$ cat src/int_unit_cfg.svh
`ifndef INT_UNIT_CFG_SVH
`define INT_UNIT_CFG_SVH

// Width of every operand, result and instruction address
`define DATA_WIDTH 32

// Register stages between the multiplier inputs and its result
`define MUL_STAGES 3

// Cycles from a division valid to its result
// One cycle to load, one to prepare, one restoring step per bit and the result cycle
// overlap so that the total is the data width plus two
`define DIV_CYCLES (`DATA_WIDTH + 2)

`endif
$ cat src/int_unit_pkg.sv
`include "int_unit_cfg.svh"

package int_unit_pkg;

    // One operand or result word
    typedef logic [`DATA_WIDTH-1:0] data_word_t;

    // Instruction information that travels alongside the operands
    typedef struct packed {
        data_word_t instr_addr;
        logic [5:0] rob_tag;
        logic [4:0] dest_reg;
    } instr_packet_t;

    // An all zero packet marks an empty slot
    localparam instr_packet_t NO_OPERATION = '0;

    // ====================
    // Opcodes
    // ====================

    // ALU operations, the last six resolve branches
    typedef enum logic [3:0] {
        ADD, SUB, SLT, SLTU, AND, OR, XOR, SLL, SRL, SRA,
        BEQ, BNE, BLT, BGE, BLTU, BGEU
    } alu_op_e;

    // MUL returns the low word, the others the high word
    typedef enum logic [1:0] {MUL, MULH, MULHSU, MULHU} mul_op_e;

    // DIV and DIVU return the quotient, REM and REMU the remainder
    typedef enum logic [1:0] {DIV, DIVU, REM, REMU} div_op_e;

    // Operation bundle, each unit reads only its own field
    typedef struct packed {
        alu_op_e alu_op;
        mul_op_e mul_op;
        div_op_e div_op;
    } itu_uop_t;

    // Selects which unit takes the operands this cycle
    typedef struct packed {
        logic alu;
        logic mul;
        logic div;
    } itu_valid_t;

endpackage : int_unit_pkg

$ cat src/integer_unit.sv
`timescale 1ns/1ps
`include "int_unit_cfg.svh"

module integer_unit import int_unit_pkg::*; (
    input  logic          clk_i,
    input  logic          reset_i,
    input  logic          flush_i,
    input  logic          mul_en_i,
    input  logic          div_en_i,
    input  logic          save_next_pc_i,
    input  instr_packet_t ipacket_i,
    input  itu_uop_t      operation_i,
    input  itu_valid_t    data_valid_i,
    input  data_word_t    operand_1_i,
    input  data_word_t    operand_2_i,
    output logic          taken_o,
    output data_word_t    result_o,
    output instr_packet_t ipacket_o,
    output logic          data_valid_o,
    output logic          div_busy_o
);

    // ====================
    // ALU
    // ====================

    data_word_t    alu_operand_a;
    data_word_t    alu_result;
    data_word_t    alu_result_g;
    logic          alu_valid;
    instr_packet_t alu_packet;

    // Link values are formed as instruction address plus operand 2
    assign alu_operand_a = save_next_pc_i ? ipacket_i.instr_addr : operand_1_i;

    // A flush kills the ALU operation of the same cycle, taken included
    int_alu u_alu (
        .operand_a_i (alu_operand_a),
        .operand_b_i (operand_2_i),
        .operation_i (operation_i.alu_op),
        .valid_i     (data_valid_i.alu && !flush_i),
        .taken_o     (taken_o),
        .result_o    (alu_result),
        .valid_o     (alu_valid)
    );

    assign alu_result_g = alu_valid ? alu_result : '0;
    assign alu_packet   = alu_valid ? ipacket_i : NO_OPERATION;

    // ====================
    // Multiplier
    // ====================

    data_word_t                       mul_result;
    data_word_t                       mul_result_g;
    logic                             mul_valid;
    instr_packet_t [`MUL_STAGES-1:0]  mul_packet_q;
    instr_packet_t                    mul_packet;

    int_multiplier u_mul (
        .clk_i          (clk_i),
        .reset_i        (reset_i),
        .enable_i       (mul_en_i),
        .clear_i        (flush_i),
        .multiplicand_i (operand_1_i),
        .multiplier_i   (operand_2_i),
        .operation_i    (operation_i.mul_op),
        .valid_i        (data_valid_i.mul),
        .product_o      (mul_result),
        .valid_o        (mul_valid)
    );

    // Packets shift in step with the multiplier pipeline and hold with it
    always_ff @(posedge clk_i) begin
        if (reset_i || flush_i) begin
            mul_packet_q <= '0;
        end else if (mul_en_i) begin
            mul_packet_q[0] <= ipacket_i;
            for (int i = 1; i < `MUL_STAGES; i++) begin
                mul_packet_q[i] <= mul_packet_q[i-1];
            end
        end
    end

    assign mul_result_g = mul_valid ? mul_result : '0;
    assign mul_packet   = mul_valid ? mul_packet_q[`MUL_STAGES-1] : NO_OPERATION;

    // ====================
    // Divider and merge
    // ====================

    data_word_t    div_result;
    data_word_t    div_result_g;
    logic          div_valid;
    instr_packet_t div_packet_q;
    instr_packet_t div_packet;

    int_divider u_div (
        .clk_i       (clk_i),
        .reset_i     (reset_i),
        .enable_i    (div_en_i),
        .clear_i     (flush_i),
        .dividend_i  (operand_1_i),
        .divisor_i   (operand_2_i),
        .operation_i (operation_i.div_op),
        .valid_i     (data_valid_i.div),
        .quotient_o  (div_result),
        .valid_o     (div_valid),
        .busy_o      (div_busy_o)
    );

    // Capture exactly when the divider accepts, it holds one operation at a time
    always_ff @(posedge clk_i) begin
        if (reset_i || flush_i) begin
            div_packet_q <= NO_OPERATION;
        end else if (data_valid_i.div && div_en_i && !div_busy_o) begin
            div_packet_q <= ipacket_i;
        end
    end

    assign div_result_g = div_valid ? div_result : '0;
    assign div_packet   = div_valid ? div_packet_q : NO_OPERATION;

    // The issuer keeps completions apart, so the gated paths can simply be ORed
    assign result_o     = alu_result_g | mul_result_g | div_result_g;
    assign ipacket_o    = instr_packet_t'(alu_packet | mul_packet | div_packet);
    assign data_valid_o = alu_valid | mul_valid | div_valid;

endmodule : integer_unit

$ cat src/int_divider.sv
`timescale 1ns/1ps
`include "int_unit_cfg.svh"

module int_divider import int_unit_pkg::*; (
    input  logic       clk_i,
    input  logic       reset_i,
    input  logic       enable_i,
    input  logic       clear_i,
    input  data_word_t dividend_i,
    input  data_word_t divisor_i,
    input  div_op_e    operation_i,
    input  logic       valid_i,
    output data_word_t quotient_o,
    output logic       valid_o,
    output logic       busy_o
);

    localparam int W     = `DATA_WIDTH;
    localparam int CNT_W = $clog2(`DATA_WIDTH);

    typedef enum logic [1:0] {IDLE, PREPARE, ITERATE, FINISH} div_state_e;

    div_state_e       state_q;
    logic [CNT_W-1:0] step_q;
    div_op_e          op_q;
    data_word_t       quo_q;
    data_word_t       rem_q;
    data_word_t       dsr_q;
    logic             neg_quo_q;
    logic             neg_rem_q;
    logic             zero_q;
    logic             accept;
    logic             is_signed;
    logic [W:0]       partial;
    logic [W:0]       trial;
    data_word_t       quo_fix;
    data_word_t       rem_fix;

    // A new division is taken when idle or in the result cycle of the previous one
    assign accept    = valid_i && enable_i && ((state_q == IDLE) || (state_q == FINISH));
    assign is_signed = (op_q == DIV) || (op_q == REM);

    // Restoring step, shift in the next dividend bit and try to subtract
    assign partial = {rem_q, quo_q[W-1]};
    assign trial   = partial - {1'b0, dsr_q};

    // ====================
    // Control FSM
    // ====================

    always_ff @(posedge clk_i) begin
        if (reset_i || clear_i) begin
            state_q <= IDLE;
            step_q  <= '0;
        end else if (enable_i) begin
            case (state_q)
                IDLE: begin
                    if (accept) begin
                        state_q <= PREPARE;
                    end
                end
                PREPARE: begin
                    state_q <= ITERATE;
                    step_q  <= '0;
                end
                ITERATE: begin
                    step_q <= step_q + 1'b1;
                    if (step_q == CNT_W'(W - 1)) begin
                        state_q <= FINISH;
                    end
                end
                FINISH:  state_q <= accept ? PREPARE : IDLE;
                default: state_q <= IDLE;
            endcase
        end
    end

    // ====================
    // Datapath
    // ====================

    always_ff @(posedge clk_i) begin
        if (accept) begin
            op_q  <= operation_i;
            quo_q <= dividend_i;
            dsr_q <= divisor_i;
        end else if (enable_i && (state_q == PREPARE)) begin
            // Record result signs, then work on magnitudes only
            neg_quo_q <= is_signed && (quo_q[W-1] ^ dsr_q[W-1]);
            neg_rem_q <= is_signed && quo_q[W-1];
            zero_q    <= (dsr_q == '0);
            quo_q     <= (is_signed && quo_q[W-1]) ? -quo_q : quo_q;
            dsr_q     <= (is_signed && dsr_q[W-1]) ? -dsr_q : dsr_q;
            rem_q     <= '0;
        end else if (enable_i && (state_q == ITERATE)) begin
            // The quotient bit enters where the dividend bit left
            if (!trial[W]) begin
                rem_q <= trial[W-1:0];
                quo_q <= {quo_q[W-2:0], 1'b1};
            end else begin
                rem_q <= partial[W-1:0];
                quo_q <= {quo_q[W-2:0], 1'b0};
            end
        end
    end

    // A zero divisor forces all ones, the remainder already equals the dividend
    // Signed overflow needs no special path, the magnitude 2^(W-1) negates to itself
    assign quo_fix = zero_q ? '1 : (neg_quo_q ? -quo_q : quo_q);
    assign rem_fix = neg_rem_q ? -rem_q : rem_q;

    assign quotient_o = ((op_q == REM) || (op_q == REMU)) ? rem_fix : quo_fix;
    assign valid_o    = (state_q == FINISH) && enable_i;

    // Busy drops in the result cycle unless the divider is held there
    assign busy_o = (state_q == PREPARE) || (state_q == ITERATE) ||
                    ((state_q == FINISH) && !enable_i);

endmodule : int_divider

$ cat src/int_multiplier.sv
`timescale 1ns/1ps
`include "int_unit_cfg.svh"

module int_multiplier import int_unit_pkg::*; (
    input  logic       clk_i,
    input  logic       reset_i,
    input  logic       enable_i,
    input  logic       clear_i,
    input  data_word_t multiplicand_i,
    input  data_word_t multiplier_i,
    input  mul_op_e    operation_i,
    input  logic       valid_i,
    output data_word_t product_o,
    output logic       valid_o
);

    localparam int W = `DATA_WIDTH;
    localparam int S = `MUL_STAGES;

    logic                      sign_a;
    logic                      sign_b;
    logic signed [W:0]         mcand_ext;
    logic signed [W:0]         mplier_ext;
    logic signed [2*W+1:0]     full_product;
    logic [S-1:0][2*W-1:0]     product_q;
    logic [S-1:0]              high_q;
    logic [S-1:0]              valid_q;

    // MULH treats both operands as signed, MULHSU only the first one
    assign sign_a = (operation_i == MULH) || (operation_i == MULHSU);
    assign sign_b = (operation_i == MULH);

    // One extra bit lets a single signed multiplier cover all three signedness cases
    assign mcand_ext  = {sign_a && multiplicand_i[W-1], multiplicand_i};
    assign mplier_ext = {sign_b && multiplier_i[W-1], multiplier_i};

    assign full_product = mcand_ext * mplier_ext;

    // Valid bits are the only control state in the pipeline
    always_ff @(posedge clk_i) begin
        if (reset_i || clear_i) begin
            valid_q <= '0;
        end else if (enable_i) begin
            valid_q <= {valid_q[S-2:0], valid_i};
        end
    end

    // Product and word select move along with the valid bits
    always_ff @(posedge clk_i) begin
        if (enable_i) begin
            product_q[0] <= full_product[2*W-1:0];
            high_q[0]    <= (operation_i != MUL);
            for (int i = 1; i < S; i++) begin
                product_q[i] <= product_q[i-1];
                high_q[i]    <= high_q[i-1];
            end
        end
    end

    // A held pipeline must not repeat its last result
    assign valid_o   = valid_q[S-1] && enable_i;
    assign product_o = high_q[S-1] ? product_q[S-1][2*W-1:W] : product_q[S-1][W-1:0];

endmodule : int_multiplier

$ cat src/int_alu.sv
`timescale 1ns/1ps
`include "int_unit_cfg.svh"

module int_alu import int_unit_pkg::*; (
    input  data_word_t operand_a_i,
    input  data_word_t operand_b_i,
    input  alu_op_e    operation_i,
    input  logic       valid_i,
    output logic       taken_o,
    output data_word_t result_o,
    output logic       valid_o
);

    localparam int SHAMT_W = $clog2(`DATA_WIDTH);

    logic [SHAMT_W-1:0] shamt;
    logic               equal;
    logic               signed_lt;
    logic               unsigned_lt;
    logic               branch_cond;

    // Shifts only look at the low bits of operand B
    assign shamt = operand_b_i[SHAMT_W-1:0];

    // Shared comparators feed both SLT/SLTU and the branch conditions
    assign equal       = (operand_a_i == operand_b_i);
    assign signed_lt   = ($signed(operand_a_i) < $signed(operand_b_i));
    assign unsigned_lt = (operand_a_i < operand_b_i);

    always_comb begin
        result_o    = '0;
        branch_cond = 1'b0;

        case (operation_i)
            ADD:  result_o = operand_a_i + operand_b_i;
            SUB:  result_o = operand_a_i - operand_b_i;
            SLT:  result_o = data_word_t'(signed_lt);
            SLTU: result_o = data_word_t'(unsigned_lt);
            AND:  result_o = operand_a_i & operand_b_i;
            OR:   result_o = operand_a_i | operand_b_i;
            XOR:  result_o = operand_a_i ^ operand_b_i;
            SLL:  result_o = operand_a_i << shamt;
            SRL:  result_o = operand_a_i >> shamt;
            SRA:  result_o = data_word_t'($signed(operand_a_i) >>> shamt);

            // Branches leave the result at zero and only produce the condition
            BEQ:  branch_cond = equal;
            BNE:  branch_cond = !equal;
            BLT:  branch_cond = signed_lt;
            BGE:  branch_cond = !signed_lt;
            BLTU: branch_cond = unsigned_lt;
            BGEU: branch_cond = !unsigned_lt;

            default: begin
                result_o    = '0;
                branch_cond = 1'b0;
            end
        endcase
    end

    // Taken is only meaningful for a valid branch
    assign taken_o = valid_i && branch_cond;

    // Fully combinational, the result is ready in the issue cycle
    assign valid_o = valid_i;

endmodule : int_alu

$ cat config.mk
export PLATFORM = sky130hd
export DESIGN_NAME = integer_unit
export DESIGN_NICKNAME = d
export VERILOG_FILES = /design/src/int_unit_pkg.sv /design/src/integer_unit.sv /design/src/int_divider.sv /design/src/int_multiplier.sv /design/src/int_alu.sv
export VERILOG_INCLUDE_DIRS = /design/src /design/src/src
export SDC_FILE = /design/constraint.sdc
export NUM_CORES = 2
export LEC_CHECK = 0
export ABC_AREA = 1
export ABC_CLOCK_PERIOD_IN_PS = 17200
export BUFFER_PORTS_ARGS = -buffer_cell sky130_fd_sc_hd__buf_4
export CORE_ASPECT_RATIO = 1.75
export CORE_MARGIN = 3
export CORE_UTILIZATION = 46
export CTS_BUF_LIST = sky130_fd_sc_hd__clkbuf_2 sky130_fd_sc_hd__clkbuf_4 sky130_fd_sc_hd__clkbuf_8
export DETAILED_ROUTE_END_ITERATION = 8
export GPL_TIMING_DRIVEN = 0
export PLACE_DENSITY_LB_ADDON = 0.2
export SLEW_MARGIN = 20
export SYNTH_ARGS = -nofsm -noshare
export SYNTH_HDL_FRONTEND = slang
export SYNTH_SLANG_ARGS = --single-unit
$ cat constraint.sdc
create_clock -name clk_i -period 17.2 [get_ports clk_i]
set_input_delay 3.44 -clock clk_i [delete_from_list [all_inputs] [get_ports clk_i]]
set_output_delay 3.44 -clock clk_i [all_outputs]
set_load 0.005 [all_outputs]
==> results of run 1 <==
[metal layers]
metal  track usage  GRT overflow
met1        0.5256             1
met3        0.2188             2
met2        0.8425            30
met5       0.03266             0
met4        0.6397            25
[per-stage QoR]
stage | cells | setup slack [ns] | hold WS, ns
after CTS | 11330 | 3.710 | 0.4087
after detailed placement | 11210 | 3.731 | 0.4045
after global placement | 11200 | 3.096 | 0.4028
after floorplan | 9025 | 6.424 | 0.4003
[logic make-up after synthesis]
group	after synthesis	share of synthesized area
muxes	3	0.0004277
adders and majority gates	1480	0.3843
xor gates and xnor gates	150	0.01871
buffers and inverters	2451	0.1325
AOI/OAI and AO/OA	1279	0.1035
DFF	478	0.1785
and+or+nand+nor	3184	0.1820
[synthesized netlist by cell type (all sizes together) (3+ instances only)]
library cell | instances | area share
a21oi | 481 | 0.035
xor2 | 113 | 0.014
nand3b | 4 | 0.00043
a21boi | 6 | 0.00064
o21a | 20 | 0.0022
o31ai | 13 | 0.0014
nor4 | 16 | 0.0014
buf | 84 | 0.0059
ha | 352 | 0.063
a22oi | 5 | 0.00061
or2 | 12 | 0.0011
xnor2 | 37 | 0.0046
a221oi | 10 | 0.0012
a22o | 4 | 0.00050
nand4 | 37 | 0.0035
nor2 | 536 | 0.029
nand2 | 2201 | 0.12
o311ai | 8 | 0.0010
nor3 | 67 | 0.0054
a31oi | 24 | 0.0021
a21o | 11 | 0.0012
o2111ai | 7 | 0.00087
o21bai | 23 | 0.0025
mux2i | 3 | 0.00043
clkbuf | 401 | 0.021
a211oi | 21 | 0.0022
o221ai | 36 | 0.0045
o21ai | 506 | 0.037
o22ai | 21 | 0.0019
edfxtp | 296 | 0.13
fa | 1128 | 0.32
clkinv | 7 | 0.00039
nand3 | 308 | 0.022
dfxtp | 182 | 0.052
inv | 1959 | 0.10
o211ai | 76 | 0.0081
==> impl_metrics.yaml, run 1 <==
run_status:
  status: "did not finish"
  lastStage: "global routing"
  error: "[ERROR GRT-0116] Global routing finished with congestion. Check the congestion regions in the DRC Viewer."
clocking:
  cts_hold_buf: 0
  htreeDepth: 3
  cts_buffer_depth: 3
  cts_setup_buffers: 0
  cts_resized: 0
  clock-root-buffer: "clkbuf_8"
  numCtsBuffers: 66
  cts_num_sinks: 478
grt:
  track_usage: 0.5521
  grt_max_degree: 110
  grt_overflow: 58
  grt_pass1_vias: 75230
  grt_pass1_wl_um: 601900
synth:
  yosys_warnings: 0
  yosysSeqAreaShare: 0.1785
  async_flop_share: 0
  synth_seq_cells: 478
  synthesis.area_sq_mm: 0.07022
  synth-edff-count: 296
  synth_area_per_cell_sq_um: 7.780
  synth_cell_types: 67
  syn-num-nets: 10630
  syn_inst: 9025
  ys.flop_type: "edfxtp_1"
floorplan:
  die_y_um: 522.8
  rows: 189
  die_x_um: 301.3
  start_util: 0.4632
  pin_count: 202
placement:
  gp_congestion: 1.149
  dpl_cell_area_sq_mm: 0.07447
  port_buffers: 168
  dp.final_hpwl_um: 330800
==> run 2, diff against run 1 <==
Settings changed: CORE_ASPECT_RATIO 1.75 to default, CORE_UTILIZATION 46 to 31, CTS_BUF_LIST sky130_fd_sc_hd__clkbuf_2 sky130_fd_sc_hd__clkbuf_4 sky130_fd_sc_hd__clkbuf_8 to default, PLACE_DENSITY_LB_ADDON 0.2 to 0.15.
==> impl_metrics.yaml, run 2 <==
sta:
  post-route-min-period_ns: 13.15
  final.setup.worst_slack_ns: 4.047
  slew_headroom: 0.1284
  finalCritPeriodShare: 0.7647
  tns_ns: 0
  worstMarginPinSlew_ns: 1.307
  setup_viol: 0
  timing.fmax_mhz: 76.03
  rsz0062_at_grt: "no"
  drv_slew: 0
  clock-skew-final_ns: 0.03598
  hold_violations: 0
clocking:
  numCtsBuffers: 55
  clock-root-buffer: "clkbuf_16"
  worst_skew_pair.late_latency_ns: 0.63
  htreeDepth: 2
  cts_tree: "yes"
  clkTransAtPathRegs_ns: 0.06
  cts_setup_buffers: 0
  cts_num_sinks: 478
  cts_hold_buf: 0
  cts_buffer_depth: 3
  cts_resized: 0
floorplan:
  pin_count: 202
  rows: 174
  die_x_um: 481.9
  dieArea_sq_mm: 0.2323
  die_y_um: 481.9
  start_util: 0.3119
  core_area_sq_mm: 0.2251
synth:
  yosysSeqAreaShare: 0.1785
  netlist.top_cell.by_area: "fa_1"
  yosys-top-cells-count: "nand2_1 (2,189), inv_1 (1,937), fa_1 (1,128)"
  synthesis.area_sq_mm: 0.07022
  async_flop_share: 0
  synth_seq_cells: 478
  netlist.area_leader.share: 0.3216
  ys.flop_type: "edfxtp_1"
  synth_area_per_cell_sq_um: 7.780
  syn_inst: 9025
  yosys_warnings: 0
  synth.most_common_cell: "nand2_1"
  synth_cell_types: 67
  synth.area.top_cells: "fa_1 (32%), edfxtp_1 (13%), nand2_1 (12%), inv_1 (10%), ha_1 (6.3%)"
  syn-num-nets: 10630
  synth-edff-count: 296
hold_path:
  worstHoldStart: "u_mul.product_q[38]$_DFFE_PP_"
  hold_class: "register to register"
grt:
  grt_pass1_vias: 64980
  grt_max_degree: 99
  grt_antenna_before_repair: 26
  track_usage: 0.3106
  grt_pass1_wl_um: 505900
  grt_overflow: 0
critical_path:
  end_kind: "register"
  r2r_start: "u_div.state_q[0]$_SDFFE_PP0P_"
  crit_type: "primary input to register"
  critPathMaxStageDelay_ns: 0.92
  cpMostUsedCell: "fa_1"
  cp-startpoint: "operand_2_i[1]"
  cp_slowest_cell: "buf_1"
  rrSetupSlack_ns: 13.14
  regToRegEndpoint: "u_div.quo_q[21]$_DFFE_PP_"
  crit_required_ns: 17.57
  worstSetupEndpoint: "u_mul.product_q[58]$_DFFE_PP_"
  rr_worst_depth: 9
  path_max_fanout: 10
  start_kind: "primary input"
  crit_arrival_ns: 13.53
placement:
  dp.final_hpwl_um: 304900
  port_buffers: 168
  dp_slack_ns: 3.532
  gp_congestion: 1.038
drt:
  drtPass1Iterations: 6
  drc: 0
  ant_nets: 0
  num_vias: 64140
  vias_per_cell: 5.210
  routed_wirelength_um: 363900
  drtIter0Drc: 6471
  wl_per_cell_um: 29.56
cells_and_area:
  ff_latch_area_sq_mm: 0.01253
  top_regs: "u_mul.product_q: 192 flops, mul_packet_q: 129 flops, div_packet_q: 43 flops"
  nFillCells: 24360
  layout-drive-gt1-share: 0.05147
  num-nets-final: 10870
  layout_common_cells: "nand2_1 (2,188), inv_1 (1,936), fa_1 (1,127)"
  area_delta_synth_final_pct: 10.52
  final_common_cell: "nand2_1"
  largest_reg_flops: 192
  regMostFlops: "u_mul.product_q"
  multi_input_area_sq_mm: 0.04847
flow_run:
  maxCapViolCount: 0
run_status:
  status: "finished, final reports clean"
-- run 2: cell counts after synthesis --
No cell type changed its count.
-- run 2: worst min-delay path by stage --
| stage | to | slack [ns] | cells past startpoint |
|---|---|---|---|
| after global routing | u_mul.product_q[102]$_DFFE_PP_ | 0.42 | 0 |
| after floorplan | u_mul.high_q[1]$_DFFE_PP_ | 0.40 | 0 |
| final | u_mul.product_q[102]$_DFFE_PP_ | 0.41 | 0 |
| after CTS | u_mul.product_q[102]$_DFFE_PP_ | 0.40 | 0 |
| after detailed placement | u_mul.product_q[181]$_DFFE_PP_ | 0.40 | 0 |
| after global placement | u_mul.product_q[84]$_DFFE_PP_ | 0.40 | 0 |
-- run 2: critical path, delay by kind of cell --
family	cells	cell delay, ns
simple gates	6	0.75
buf+inv	11	3.21
compound gates	5	1.39
fa+ha+maj	9	4.55
xor+xnor	1	0.16
-- run 2: metrics by stage --
stage / instance area [sq um] / util / std cells / hold WS [ns]
floorplan: 70220 / - / 9025 / 0.4003
global placement: 75220 / 0.3342 / 12190 / 0.4044
detailed placement: 75630 / 0.3360 / 12200 / 0.4045
CTS: 77570 / 0.3446 / 12300 / 0.4004
global route: 77570 / 0.3446 / 12300 / 0.4219
finish: 77600 / 0.3447 / 12310 / 0.4092
-- run 2: routing by layer --
layer / wire length [um] / vias to the layer above / part of all wire / global-route usage
li1: - / 28000 / - / -
met1: 147000 / 32590 / 0.40 / 0.3974
met2: 167600 / 2921 / 0.46 / 0.5096
met3: 26850 / 613 / 0.074 / 0.05115
met4: 22320 / 14 / 0.061 / 0.1512
met5: 87 / - / 0.00024 / 0
-- run 2: cells by family (layout without fill, tap and decap cells) --
| kind of cell | after synthesis | in the layout | synth area share |
|---|---|---|---|
| compound gates | 1279 | 1279 | 0.1035 |
| xor+xnor | 150 | 150 | 0.01871 |
| fa+ha+maj | 1480 | 1480 | 0.3843 |
| buf+inv | 2451 | 2732 | 0.1325 |
| flops | 478 | 478 | 0.1785 |
| mux | 3 | 3 | 0.0004277 |
| other cells | 0 | 13 | 0 |
| simple gates | 3184 | 3184 | 0.1820 |
-- run 2: layout make-up --
class,count,share of cell area
multi-input cells,6096,0.6246
plain buffers,485,0.02546
clock buffers,68,0.01985
flip-flops and latches,478,0.1615
inverters,1966,0.09511
clock inverters,31,0.005111
repair buffers,182,0.01973
diodes,13,0.0004192
well taps,2992,0.04824
Power of run 2 is left out: the tool's default activity adds up to more than one toggle a clock period on the data nets, which glitch-free logic cannot reach.
